### src/hm_cfg.svh
`ifndef HM_CFG_SVH
`define HM_CFG_SVH

// ########################################
// compression rounds and constants
// ########################################

`define HM_ROUNDS 16

// starting chaining state, words A..D
`define HM_IV0 32'h6a09_e667
`define HM_IV1 32'hbb67_ae85
`define HM_IV2 32'h3c6e_f372
`define HM_IV3 32'ha54f_f53a

// scaled by the round index
`define HM_K 32'h9e37_79b9

// ########################################
// register map, byte addresses
// ########################################

`define HM_ADDR_W 8
`define HM_A_CTRL 8'h00
`define HM_A_STATUS 8'h04
`define HM_A_TARGET 8'h08
`define HM_A_NONCE 8'h0c
`define HM_A_HDR 8'h10
`define HM_A_DIG 8'h30

`endif

### src/hm_pkg.sv
`default_nettype none

package hm_pkg;

	// ########################################
	// shared datapath types
	// ########################################

	typedef logic [31:0] word_t;

	// compression state, element 0 is A
	typedef word_t digest_t [4];

	// which pass the core is working on
	typedef enum logic [1:0] {
		PASS_HDR_LO,
		PASS_HDR_HI,
		PASS_FINAL
	} hash_sel_t;

endpackage

`default_nettype wire

### src/axil_regs.sv
`timescale 1ns/1ps
`default_nettype none

`include "hm_cfg.svh"

module axil_regs import hm_pkg::*; (
	input  logic                  clk,
	input  logic                  n_rst,
	input  logic [`HM_ADDR_W-1:0] s_axi_awaddr,
	input  logic                  s_axi_awvalid,
	output logic                  s_axi_awready,
	input  word_t                 s_axi_wdata,
	input  logic [3:0]            s_axi_wstrb,
	input  logic                  s_axi_wvalid,
	output logic                  s_axi_wready,
	output logic [1:0]            s_axi_bresp,
	output logic                  s_axi_bvalid,
	input  logic                  s_axi_bready,
	input  logic [`HM_ADDR_W-1:0] s_axi_araddr,
	input  logic                  s_axi_arvalid,
	output logic                  s_axi_arready,
	output word_t                 s_axi_rdata,
	output logic [1:0]            s_axi_rresp,
	output logic                  s_axi_rvalid,
	input  logic                  s_axi_rready,
	input  word_t                 nonce,
	input  digest_t               digest,
	input  logic                  found,
	input  logic                  busy,
	output word_t                 header [7],
	output word_t                 target,
	output word_t                 nonce_start,
	output logic                  begin_hash,
	output logic                  quit_hash
);

	logic [`HM_ADDR_W-1:0] wr_addr;
	word_t wr_data;
	logic [3:0] wr_strb;
	logic wr_fire;
	word_t rd_word;

	// both halves captured and no response pending
	assign wr_fire = !s_axi_awready && !s_axi_wready && !s_axi_bvalid;

	assign s_axi_bresp = 2'b00;
	assign s_axi_rresp = 2'b00;

	// ########################################
	// write channels
	// ########################################

	always_ff @(posedge clk, negedge n_rst) begin
		if (!n_rst) begin
			s_axi_awready <= 1'b1;
			s_axi_wready <= 1'b1;
			s_axi_bvalid <= 1'b0;
		end else begin
			if (s_axi_awvalid && s_axi_awready)
				s_axi_awready <= 1'b0;
			if (s_axi_wvalid && s_axi_wready)
				s_axi_wready <= 1'b0;
			if (wr_fire)
				s_axi_bvalid <= 1'b1;
			if (s_axi_bvalid && s_axi_bready) begin
				s_axi_bvalid <= 1'b0;
				s_axi_awready <= 1'b1;
				s_axi_wready <= 1'b1;
			end
		end
	end

	always_ff @(posedge clk) begin
		if (s_axi_awvalid && s_axi_awready)
			wr_addr <= s_axi_awaddr;
		if (s_axi_wvalid && s_axi_wready) begin
			wr_data <= s_axi_wdata;
			wr_strb <= s_axi_wstrb;
		end
	end

	// config registers and control pulses
	always_ff @(posedge clk, negedge n_rst) begin
		if (!n_rst) begin
			target <= '0;
			nonce_start <= '0;
			for (int i = 0; i < 7; i++)
				header[i] <= '0;
			begin_hash <= 1'b0;
			quit_hash <= 1'b0;
		end else begin
			begin_hash <= 1'b0;
			quit_hash <= 1'b0;
			if (wr_fire && wr_strb == 4'hf) begin
				if (wr_addr == `HM_A_CTRL) begin
					begin_hash <= wr_data[0];
					quit_hash <= wr_data[1];
				end
				if (wr_addr == `HM_A_TARGET)
					target <= wr_data;
				if (wr_addr == `HM_A_NONCE)
					nonce_start <= wr_data;
				for (int i = 0; i < 7; i++)
					if (wr_addr == `HM_ADDR_W'(`HM_A_HDR + 4 * i))
						header[i] <= wr_data;
			end
		end
	end

	// ########################################
	// read channels
	// ########################################

	always_comb begin
		case (s_axi_araddr)
			`HM_A_STATUS: rd_word = {30'd0, found, busy};
			`HM_A_TARGET: rd_word = target;
			`HM_A_NONCE: rd_word = nonce;
			default: rd_word = '0;
		endcase
		for (int i = 0; i < 7; i++)
			if (s_axi_araddr == `HM_ADDR_W'(`HM_A_HDR + 4 * i))
				rd_word = header[i];
		for (int i = 0; i < 4; i++)
			if (s_axi_araddr == `HM_ADDR_W'(`HM_A_DIG + 4 * i))
				rd_word = digest[i];
	end

	always_ff @(posedge clk, negedge n_rst) begin
		if (!n_rst) begin
			s_axi_arready <= 1'b1;
			s_axi_rvalid <= 1'b0;
		end else if (s_axi_arvalid && s_axi_arready) begin
			s_axi_arready <= 1'b0;
			s_axi_rvalid <= 1'b1;
		end else if (s_axi_rvalid && s_axi_rready) begin
			s_axi_rvalid <= 1'b0;
			s_axi_arready <= 1'b1;
		end
	end

	// held until the master takes it
	always_ff @(posedge clk) begin
		if (s_axi_arvalid && s_axi_arready)
			s_axi_rdata <= rd_word;
	end

endmodule

`default_nettype wire

### src/hash_datapath.sv
`timescale 1ns/1ps
`default_nettype none

`include "hm_cfg.svh"

module hash_datapath import hm_pkg::*; (
	input  logic      clk,
	input  logic      n_rst,
	input  logic      out_load,
	input  logic      increment,
	input  logic      load_nonce,
	input  hash_sel_t hash_select,
	input  word_t     header [7],
	input  word_t     target,
	input  word_t     nonce_start,
	input  digest_t   digest_out,
	output digest_t   chain_in,
	output word_t     msg [4],
	output word_t     nonce,
	output digest_t   digest,
	output logic      valid_hash_flag
);

	localparam digest_t IV = '{`HM_IV0, `HM_IV1, `HM_IV2, `HM_IV3};

	// result of pass 1, then of pass 2
	digest_t chain_q;

	// ########################################
	// per-pass start state and message
	// ########################################

	always_comb begin
		case (hash_select)
			PASS_HDR_HI: begin
				chain_in = chain_q;
				msg = '{header[4], header[5], header[6], nonce};
			end
			PASS_FINAL: begin
				chain_in = IV;
				msg = chain_q;
			end
			default: begin
				chain_in = IV;
				msg = '{header[0], header[1], header[2], header[3]};
			end
		endcase
	end

	// ########################################
	// chaining and result registers
	// ########################################

	always_ff @(posedge clk) begin
		if (out_load && hash_select != PASS_FINAL)
			chain_q <= digest_out;
		if (out_load && hash_select == PASS_FINAL)
			digest <= digest_out;
	end

	// nonce under test
	always_ff @(posedge clk, negedge n_rst) begin
		if (!n_rst)
			nonce <= '0;
		else if (load_nonce)
			nonce <= nonce_start;
		else if (increment)
			nonce <= nonce + 32'd1;
	end

	assign valid_hash_flag = digest[0] < target;

endmodule

`default_nettype wire

### src/hash_top.sv
`timescale 1ns/1ps
`default_nettype none

`include "hm_cfg.svh"

module hash_top import hm_pkg::*; (
	input  logic                  clk,
	input  logic                  n_rst,
	input  logic [`HM_ADDR_W-1:0] s_axi_awaddr,
	input  logic                  s_axi_awvalid,
	output logic                  s_axi_awready,
	input  word_t                 s_axi_wdata,
	input  logic [3:0]            s_axi_wstrb,
	input  logic                  s_axi_wvalid,
	output logic                  s_axi_wready,
	output logic [1:0]            s_axi_bresp,
	output logic                  s_axi_bvalid,
	input  logic                  s_axi_bready,
	input  logic [`HM_ADDR_W-1:0] s_axi_araddr,
	input  logic                  s_axi_arvalid,
	output logic                  s_axi_arready,
	output word_t                 s_axi_rdata,
	output logic [1:0]            s_axi_rresp,
	output logic                  s_axi_rvalid,
	input  logic                  s_axi_rready
);

	word_t header [7];
	word_t target;
	word_t nonce_start;
	word_t nonce;
	word_t msg [4];
	digest_t chain_in;
	digest_t digest_out;
	digest_t digest;
	hash_sel_t hash_select;
	logic begin_hash;
	logic quit_hash;
	logic init;
	logic cnt_up;
	logic out_load;
	logic increment;
	logic load_nonce;
	logic hash_done;
	logic busy;
	logic hash_rollover;
	logic valid_hash_flag;

	axil_regs u_regs (
		.clk, .n_rst,
		.s_axi_awaddr, .s_axi_awvalid, .s_axi_awready,
		.s_axi_wdata, .s_axi_wstrb, .s_axi_wvalid, .s_axi_wready,
		.s_axi_bresp, .s_axi_bvalid, .s_axi_bready,
		.s_axi_araddr, .s_axi_arvalid, .s_axi_arready,
		.s_axi_rdata, .s_axi_rresp, .s_axi_rvalid, .s_axi_rready,
		.nonce, .digest,
		// found is held for as long as the engine sits in hold
		.found(hash_done),
		.busy, .header, .target, .nonce_start, .begin_hash, .quit_hash
	);

	hm_controller u_ctrl (
		.clk, .n_rst, .begin_hash, .quit_hash, .hash_rollover, .valid_hash_flag,
		.init, .cnt_up, .out_load, .increment, .load_nonce, .hash_done, .busy,
		.hash_select
	);

	mix_core u_core (
		.clk, .n_rst, .init, .cnt_up, .chain_in, .msg, .digest_out, .hash_rollover
	);

	hash_datapath u_dp (
		.clk, .n_rst, .out_load, .increment, .load_nonce, .hash_select,
		.header, .target, .nonce_start, .digest_out,
		.chain_in, .msg, .nonce, .digest, .valid_hash_flag
	);

endmodule

`default_nettype wire

### src/hm_controller.sv
`timescale 1ns/1ps
`default_nettype none

module hm_controller import hm_pkg::*; (
	input  logic      clk,
	input  logic      n_rst,
	input  logic      begin_hash,
	input  logic      quit_hash,
	input  logic      hash_rollover,
	input  logic      valid_hash_flag,
	output logic      init,
	output logic      cnt_up,
	output logic      out_load,
	output logic      increment,
	output logic      load_nonce,
	output logic      hash_done,
	output logic      busy,
	output hash_sel_t hash_select
);

	typedef enum logic [3:0] {
		IDLE,
		INIT_LOAD1,
		CALC_HASH1,
		OUT_LOAD1,
		INIT_LOAD2,
		CALC_HASH2,
		OUT_LOAD2,
		INIT_LOAD3,
		CALC_HASH3,
		OUT_LOAD3,
		HASH_CHECK,
		INCREMENT,
		HOLD_HASH
	} state_t;

	state_t state;
	state_t next_state;

	always_ff @(posedge clk, negedge n_rst) begin
		if (!n_rst)
			state <= IDLE;
		else
			state <= next_state;
	end

	always_comb begin
		next_state = state;
		init = 1'b0;
		cnt_up = 1'b0;
		out_load = 1'b0;
		increment = 1'b0;
		load_nonce = 1'b0;
		hash_done = 1'b0;
		hash_select = PASS_HDR_LO;

		case (state)
			IDLE: begin
				if (begin_hash) begin
					load_nonce = 1'b1;
					next_state = INIT_LOAD1;
				end
			end
			// pass 1, header words 0-3 from the IV
			INIT_LOAD1: begin
				init = 1'b1;
				next_state = CALC_HASH1;
			end
			CALC_HASH1: begin
				cnt_up = 1'b1;
				if (hash_rollover)
					next_state = OUT_LOAD1;
			end
			OUT_LOAD1: begin
				out_load = 1'b1;
				next_state = INIT_LOAD2;
			end
			// pass 2, chained from pass 1
			INIT_LOAD2: begin
				init = 1'b1;
				hash_select = PASS_HDR_HI;
				next_state = CALC_HASH2;
			end
			CALC_HASH2: begin
				cnt_up = 1'b1;
				hash_select = PASS_HDR_HI;
				if (hash_rollover)
					next_state = OUT_LOAD2;
			end
			OUT_LOAD2: begin
				out_load = 1'b1;
				hash_select = PASS_HDR_HI;
				next_state = INIT_LOAD3;
			end
			// pass 3 rehashes the pass 2 digest
			INIT_LOAD3: begin
				init = 1'b1;
				hash_select = PASS_FINAL;
				next_state = CALC_HASH3;
			end
			CALC_HASH3: begin
				cnt_up = 1'b1;
				hash_select = PASS_FINAL;
				if (hash_rollover)
					next_state = OUT_LOAD3;
			end
			OUT_LOAD3: begin
				out_load = 1'b1;
				hash_select = PASS_FINAL;
				next_state = HASH_CHECK;
			end
			HASH_CHECK: begin
				if (valid_hash_flag)
					next_state = HOLD_HASH;
				else
					next_state = INCREMENT;
			end
			INCREMENT: begin
				increment = 1'b1;
				next_state = INIT_LOAD1;
			end
			HOLD_HASH: begin
				hash_done = 1'b1;
				if (begin_hash) begin
					load_nonce = 1'b1;
					next_state = INIT_LOAD1;
				end
			end
			default: next_state = IDLE;
		endcase

		// quit wins over everything
		if (quit_hash) begin
			load_nonce = 1'b0;
			next_state = IDLE;
		end
	end

	assign busy = (state != IDLE) && (state != HOLD_HASH);

	// a pass ends only while the core is counting
	a_rollover_in_calc: assert property (@(posedge clk) disable iff (!n_rst)
		hash_rollover |-> cnt_up);

	// a held begin would restart straight out of hold
	a_begin_pulse: assert property (@(posedge clk) disable iff (!n_rst)
		begin_hash |=> !begin_hash);

endmodule

`default_nettype wire

### src/mix_core.sv
`timescale 1ns/1ps
`default_nettype none

`include "hm_cfg.svh"

module mix_core import hm_pkg::*; (
	input  logic    clk,
	input  logic    n_rst,
	input  logic    init,
	input  logic    cnt_up,
	input  digest_t chain_in,
	input  word_t   msg [4],
	output digest_t digest_out,
	output logic    hash_rollover
);

	localparam int CNT_W = $clog2(`HM_ROUNDS);

	digest_t state_q;
	digest_t start_q;
	logic [CNT_W-1:0] count;
	word_t m;
	word_t new_b;

	function automatic word_t rotl(input word_t x, input int unsigned n);
		return (x << n) | (x >> (32 - n));
	endfunction

	assign m = msg[count[1:0]];
	assign new_b = state_q[0] + (rotl(state_q[1], 7) ^ state_q[2]) + m
		+ (word_t'(count) * `HM_K);

	assign hash_rollover = cnt_up && (count == CNT_W'(`HM_ROUNDS - 1));

	// ########################################
	// round counter
	// ########################################

	always_ff @(posedge clk, negedge n_rst) begin
		if (!n_rst)
			count <= '0;
		else if (init || hash_rollover)
			count <= '0;
		else if (cnt_up)
			count <= count + 1'b1;
	end

	// ########################################
	// working state
	// ########################################

	always_ff @(posedge clk) begin
		if (init) begin
			start_q <= chain_in;
			state_q <= chain_in;
		end else if (cnt_up) begin
			state_q[0] <= state_q[3];
			state_q[1] <= new_b;
			state_q[2] <= state_q[1];
			state_q[3] <= state_q[2] ^ rotl(state_q[0], 13);
		end
	end

	// feed-forward of the start state
	always_comb begin
		for (int i = 0; i < 4; i++)
			digest_out[i] = state_q[i] + start_q[i];
	end

	// init during a run would drop a round
	a_init_cnt_excl: assert property (@(posedge clk) disable iff (!n_rst)
		!(init && cnt_up));

endmodule

`default_nettype wire

### config.mk
export PLATFORM = sky130hd
export DESIGN_NAME = hash_top
export DESIGN_NICKNAME = d
export VERILOG_FILES = /design/src/hm_pkg.sv /design/src/axil_regs.sv /design/src/hash_datapath.sv /design/src/hash_top.sv /design/src/hm_controller.sv /design/src/mix_core.sv
export VERILOG_INCLUDE_DIRS = /design/src
export SDC_FILE = /design/constraint.sdc
export NUM_CORES = 2
export LEC_CHECK = 0
export BUFFER_PORTS_ARGS = -buffer_cell sky130_fd_sc_hd__buf_2
export CAP_MARGIN = 20
export CORE_ASPECT_RATIO = 1.75
export CORE_UTILIZATION = 45
export DETAILED_ROUTE_END_ITERATION = 8
export GPL_ROUTABILITY_DRIVEN = 0
export SLEW_MARGIN = 40
export SYNTH_ARGS = -nofsm -noshare
export SYNTH_HDL_FRONTEND = slang
export SYNTH_SLANG_ARGS = --single-unit
### constraint.sdc
create_clock -name clk -period 16.1 [get_ports clk]
set_input_delay 1.61 -clock clk [delete_from_list [all_inputs] [get_ports clk]]
set_output_delay 1.61 -clock clk [all_outputs]
set_load 0.02 [all_outputs]
Word-level counts from Yosys, hierarchy flattened
Cells that the tools add are included.

cells by class
  $add $sub $neg = 9
  multiply operators = 1
  $lt $le $gt $ge = 2
  equal/unequal tests = 45
  multiplexer cells = 53
  bitwise logic cells = 5
  reduce and logical (&&, ||, !) cells = 42

operators by type and width
  operator                 number
  $mux W32                 15
  $mux W128                3
  $pmux W128 S2            1
  $add A32 B32 Y32         7
  $pmux W32 S3             1
  $eq A8 B6 Y1 const B     10
  $bmux W32 S2             1
  $eq A8 B5 Y1 const B     8
  $xor A32 B32 Y32         2
  $pmux W4 S12             1
  $add A32 B1 Y32 const B  1
  $eq A8 B4 Y1 const B     4
  $lt A32 B32 Y1           1
  $mul A4 B32 Y32 const B  1
  $or A32 B13 Y32          1
  $or A32 B7 Y32           1
  $eq A4 B4 Y1 const B     7
  $mux W4                  7
  $mux W1                  22
  $reduce_and A2 Y1        9
  $eq A4 B3 Y1 const B     4
  $reduce_or A3 Y1         5
  $reduce_bool A2 Y1       7
  $logic_and A1 B1 Y1      12
  other kinds (21)         26

word-level totals
  register bits after elaboration = 923
  input bits = 59
  output and inout port bits = 41
  word-level logic and storage cells = 196

Logic depth before layout (Yosys ltp)
  depth in word-level cells = 14
  gate-level depth with buffers = 29
  mapped depth without buffers = 26

Modules after synthesis
From an unflattened synthesis, not the netlist that was laid out.

unflattened totals
  cell total of the unflattened synthesis = 4515
  area, all modules = 52402.8 µm²

modules (own cells, without submodules)
  module         instances  cells an instance  area each (µm²)  seq. area each (µm²)
  mix_core       1          1871               20764.9          7787.5
  axil_regs      1          1411               17648.2          9668.0
  hash_datapath  1          1171               13526.7          8488.1
  hm_controller  1          62                 462.9            100.1

Worst setup path after synthesis
Ideal clock, no wire load.

  path type = flip-flop to flip-flop
  from = reg u_ctrl.state[1]
  to = reg u_dp.digest[0] (netlist name), enable pin
  library setup time = 0.631 ns
  arrival = 7.744 ns
  data required time = 15.469 ns
  slack = 7.725 ns
  cell stages (with the launch flop) = 9
  buffers on the path = 4
  clock period less this slack = 8.375 ns
  cells stage by stage = dfrtp_1 > clkbuf_1 > nand2_1 > o22ai_1 > ha_1 > clkbuf_1 > clkbuf_1 > clkbuf_1 > nor2b_1

between the ends
  word-level cells in the longest chain between the ends = 5
  elaborated cells on any way between the ends = 14
  those cells by class = eq/ne: 8; mux: 2; reduce/logical: 4

RTL lines
  element                                       line                 text
  start, declared                               hm_controller.sv:37  state_t state;
  start signal, assigned                        hm_controller.sv:44  state <= next_state;
  $eq A4 B3 Y1 or $eq A4 B4 Y1 (tied branches)  hm_controller.sv:57  case (state)
  $reduce_or A3 Y1 (no source line)             -
  $pmux W2 S2                                   hm_controller.sv:57
  $eq A2 B2 Y1                                  hash_datapath.sv:57  if (out_load && hash_select == PASS_FINAL)
  $logic_and A1 B1 Y1 (*)                       hash_datapath.sv:57
  end signal, assigned                          hash_datapath.sv:58  digest <= digest_out;
  end, declared                                 hash_datapath.sv:20  output digest_t digest,

Mark *: on every way between the ends. The rest lies on a longest branch, timed or not.
A chain may end at the register's enable or synchronous reset.

Worst setup path after layout
  from = reg u_ctrl.state[2]
  to = reg u_core.state_q[95] (netlist name) (data pin)

between the ends
  word-level cells in the longest chain between the ends = 12
  elaborated cells on any way between the ends = 23
  those cells by class = add/sub: 2; eq/ne: 9; mux: 9; reduce/logical: 3

RTL lines
  element                                       line                 text
  $eq A4 B3 Y1 or $eq A4 B4 Y1 (tied branches)  hm_controller.sv:57
  $reduce_or A3 Y1 (no source line)             -
  $pmux W2 S2                                   hm_controller.sv:57
  $eq A2 B2 Y1 or $eq A2 B1 Y1 (tied branches)  hash_datapath.sv:34  case (hash_select)
  $pmux W128 S2                                 hash_datapath.sv:34
  $bmux W32 S2                                  mix_core.sv:29       assign m = msg[count[1:0]];
  $mux W32 (not written as such) (2 in series)  mix_core.sv:29
  $add A32 B32 Y32 (2 in series)                mix_core.sv:30       assign new_b = state_q[0] + (rotl(state_q[1], 7) ^ state_q[2]) + m
  $mux W128                                     mix_core.sv:56       end else if (cnt_up) begin
  $mux W128 (*)                                 mix_core.sv:53       if (init) begin
  end signal, assigned                          mix_core.sv:55       state_q <= chain_in;
  end, declared                                 mix_core.sv:19       digest_t state_q;

Mark *: on every way between the ends. The rest lies on a longest branch, timed or not. The select of a mux whose other input is x is not followed.

==> Implementation_results.wiki <==
{| class="wikitable"
! Metric !! Value
|-
| Outcome || finished clean
|-
| Clock slew seen by the registers of the worst setup and hold paths || 70 ps
|-
| Port-buffer cells || 95
|-
| Number of global-route vias before repair || 35,830
|-
| Final hold viol count || 0
|-
| Worst Max-Slew Pin Slew || 948.9 ps
|-
| Type of element launching the critical path || flop
|-
| Depth of the worst register-to-register path || 27
|-
| Synth Area per Inst || 12.18 um^2
|-
| Fmax || 117.6 MHz
|-
| Instance area at placement || 53,360 um^2
|-
| Number of rows created at floorplan || 163
|-
| Count of warnings emitted by yosys || 0
|-
| Top post-synthesis cells by area || edfxtp_1 (35%), dfrtp_1 (16%), mux2_2 (9.4%), ha_1 (5.4%), fa_1 (3.9%)
|-
| Count of different cell masters after synthesis || 91
|-
| Number of antenna violations at the first check in global routing || 9
|-
| Top cell type by total area after synthesis || edfxtp_1
|-
| Post-synthesis instance total || 4,187
|-
| Maximum fanout along the worst path || 69
|-
| Wirelength, routed || 174.1 mm
|-
| Critical setup path kind || reg2reg
|-
| Die area || 114,700 um^2
|-
| Kind of end point of the critical path || flop
|-
| Congestion Overflow GR || 0
|-
| Final worst path period need || 8507 ps
|-
| # Post-CTS Setup Buffers || 0
|-
| Number of nets in the final layout || 4,632
|-
| Global-route wire length before repair || 249.8 mm
|-
| Number of violations of the max-capacitance limit || 0
|-
| Vias after detailed routing || 36,280
|-
| Die Y-Extent || 447.3 um
|-
| Clock tree buffer depth || 3
|-
| Detailed placement HPWL || 129.4 mm
|-
| Cts-stage hold buffer count || 0
|-
| Total power density per cell area || 219.3 nW/um^2
|-
| Endpoint required time on the critical path || 16,530 ps
|-
| Cell seen most often among critical-path stages || inv_1
|-
| Critical path buffer and inverter count || 6
|-
| Fin Clk Skew || 30.20 ps
|-
| Number of clock sinks || 923
|-
| Unrepaired setup endpoints after global routing || false
|-
| Number of detailed-route iterations in the first pass || 6
|-
| GRT Resource Usage Total || 30.38%
|-
| Layout cell share with drive strength beyond 1 || 19.20%
|-
| Detailed-route DRC error count || 0
|-
| Detailed Route Iter0 Violations || 4,048
|-
| Worst Hold Class || reg2reg
|-
| Starting utilization of the core area || 45.29%
|-
| CTS H-Tree Depth || 3
|-
| Vias per std cell || 6.244
|-
| Chip width || 256.5 um
|-
| Core Box Area || 112,600 um^2
|-
| Final Cycle Share || 52.84%
|-
| Number of logic stages on the critical path including buffering || 27
|-
| Final Slew Violations || 0
|-
| Peak supply drop || 0.0001036 V
|-
| Residual antenna-violating net count after detailed routing || 0
|-
| Share of async-settable or async-resettable flops after synthesis || 36.29%
|-
| Area share of the largest cell type after synthesis || 34.63%
|-
| Largest net degree at the start of global routing || 129
|-
| Cell type of the slowest stage on the worst timing path || buf_4
|-
| Peak per-stage delay on the critical path || 690 ps
|-
| Final setup violation count || 0
|-
| Layout area overhead || 10.59%
|-
| Mean routed wirelength per cell || 29.95 um
|-
| Synth Cell Area || 50,990 um^2
|-
| Number of flip-flops and latches in the synthesized netlist || 923
|-
| Data arrival, critical path || 8940 ps
|-
| Primary flip-flop cell chosen by synthesis mapping || edfxtp_1
|-
| Static leakage || 22.89 nW
|-
| Slack of the worst reg-to-reg path || 7590 ps
|-
| Post-Route Setup TNS || 0 ps
|-
| Clock latency at the later pin of the worst-skew pair || 710 ps
|-
| Hold path depth || 2
|-
| Post-layout util || 50.09%
|-
| Cells resized by post-CTS repair || 0
|-
| Buffer type at the clock tree root || clkbuf_16
|-
| Post-layout power || 0.01237 W
|-
| Number of placed I/O pins || 100
|-
| Worst max-slew margin expressed relative to the limit || 36.07%
|-
| WHS || 476.2 ps
|-
| Non-Filler Cell Area, Final || 56,390 um^2
|-
| Number of buffers inserted during clock tree synthesis || 87
|-
| Largest delay contributor family on the critical path || adder cells
|-
| TritonCTS clock tree || yes
|-
| Post-synthesis sequential area ratio || 51.08%
|-
| Count of flip-flops with a built-in enable after synthesis || 588
|}
[power by group]
part	switching (W)	total, W	internal (W)	leakage, nW
Combinational	0.00365	0.00606	0.00240	11.4
Sequential	0.000515	0.00411	0.00360	10.1
Clock	0.000960	0.00219	0.00123	1.43
[cells by family after synthesis]
| family | Yosys count | share of synthesized area [%] |
|---|---|---|
| AND/OR/NAND/NOR | 809 | 8.081 |
| buffers and inverters | 466 | 3.517 |
| adder cells (fa/ha/maj) | 321 | 9.350 |
| multiplexers | 465 | 11.01 |
| XOR/XNOR | 215 | 3.693 |
| AO/OA/AOI/OAI | 987 | 13.27 |
| flip-flops | 923 | 51.08 |
| other | 1 | 0.007355 |
[state kept, by name, summed over array words and instances, names as in the netlist, 128 cells and up]
name and flops:
u_regs.header 224, u_dp.digest 128, u_core.start_q 128, u_dp.chain_q 128, u_core.state_q 128
[path summary, 6_finish.rpt]
path,from,endpoint
setup / recovery,u_ctrl.state[2]$_DFFE_PN0P_,u_core.state_q[95]$_DFFE_PP_
hold / removal,u_regs.nonce_start[5]$_DFFE_PN0P_,u_dp.nonce[5]$_DFFE_PN0P_
setup reg to reg,u_ctrl.state[2]$_DFFE_PN0P_,u_core.state_q[95]$_DFFE_PP_
hold reg to reg,u_regs.nonce_start[5]$_DFFE_PN0P_,u_dp.nonce[5]$_DFFE_PN0P_
max in group asynchronous,n_rst,u_regs.header[170]$_DFFE_PN0P_
min in group asynchronous,n_rst,u_dp.nonce[22]$_DFFE_PN0P_
[Yosys cell counts (7+ instances only)]
cell type and n:
buf_1 51, a31oi_1 28, dfrtp_1 332, a221o_1 15
nor2_1 134, nor4_1 10, ha_1 221, nand3_1 81
o21ai_0 215, o31ai_1 11, o21bai_1 23, nor2b_1 27
o21a_1 32, buf_2 16, fa_1 100, a221oi_1 89
xor2_1 94, clkbuf_1 118, inv_1 273, a21o_1 74
nand2b_1 102, and3_1 35, o22ai_1 12, edfxtp_1 588
nor3_1 54, o221ai_1 9, a22oi_1 118, or2_2 11
o211ai_1 9, mux4_2 34, and2_1 73, nand4_1 28
a22o_1 40, a21oi_1 187, nand2_1 211, o311ai_0 24
nor3b_1 7, mux2_2 425, or4_1 7, xnor2_1 121
a222oi_1 21, a211oi_1 26
[layout make-up]
cell class | instances | area [um^2]
fill | 9934 | 56190
sequential | 923 | 26050
multi-input combinational | 2801 | 23380
clock buffer | 107 | 2356
tap | 1485 | 1858
timing repair buffer | 165 | 1109
inverter | 274 | 1036
clock inverter | 54 | 589.3
antenna | 2 | 5.005
[worst register-to-register path, stage by stage, from the launching register on]
cell and delay, ps:
dfrtp_1 580, nor2b_1 290, nand2_1 160, inv_1 110, ha_4 440, buf_4 690, buf_4 630, a221oi_1 170
o311ai_0 320, o21ai_0 320, fa_1 630, inv_1 50, ha_1 180, or2_2 300, fa_1 510, inv_1 50
fa_1 470, inv_1 40, ha_1 320, a21oi_1 230, o21ai_0 160, nand3_1 130, o2111ai_1 290, a211oi_2 510
o211ai_1 180, a31oi_1 220, xor2_1 150, o21ai_0 80
[through the flow]
step           instances  worst slack (ps)
2_1_floorplan       4190              7725
3_3_place_gp        5644              7843
4_1_cts             5807              7678
6_report            5811              7593
5_1_grt             5810              7112
3_5_place_dp        5646              7690
[layer usage]
metal  up-vias  routed length [um]  GRT usage, %  share of wire, %
li1      15750                   -             -                 -
met1     18440               65260         37.41                37
met2      1743               83630         50.54                48
met3       346               13650         4.815               7.8
met4         0               11510         17.82               6.6
met5         -                   0             0                 0
[placed cells by master, fill, tap and decap left out, drive strengths merged, types with 94 or more instances in the layout]
cell,count
dfrtp,332
a22oi,118
nand2b,102
clkbuf,107
fa,100
a21oi,188
nand2,211
buf,165
o21ai,218
ha,221
inv,276
nor2,134
mux2,425
edfxtp,588
xnor2,121
xor2,94
No activity file was read; power rests on OpenSTA's default activity.
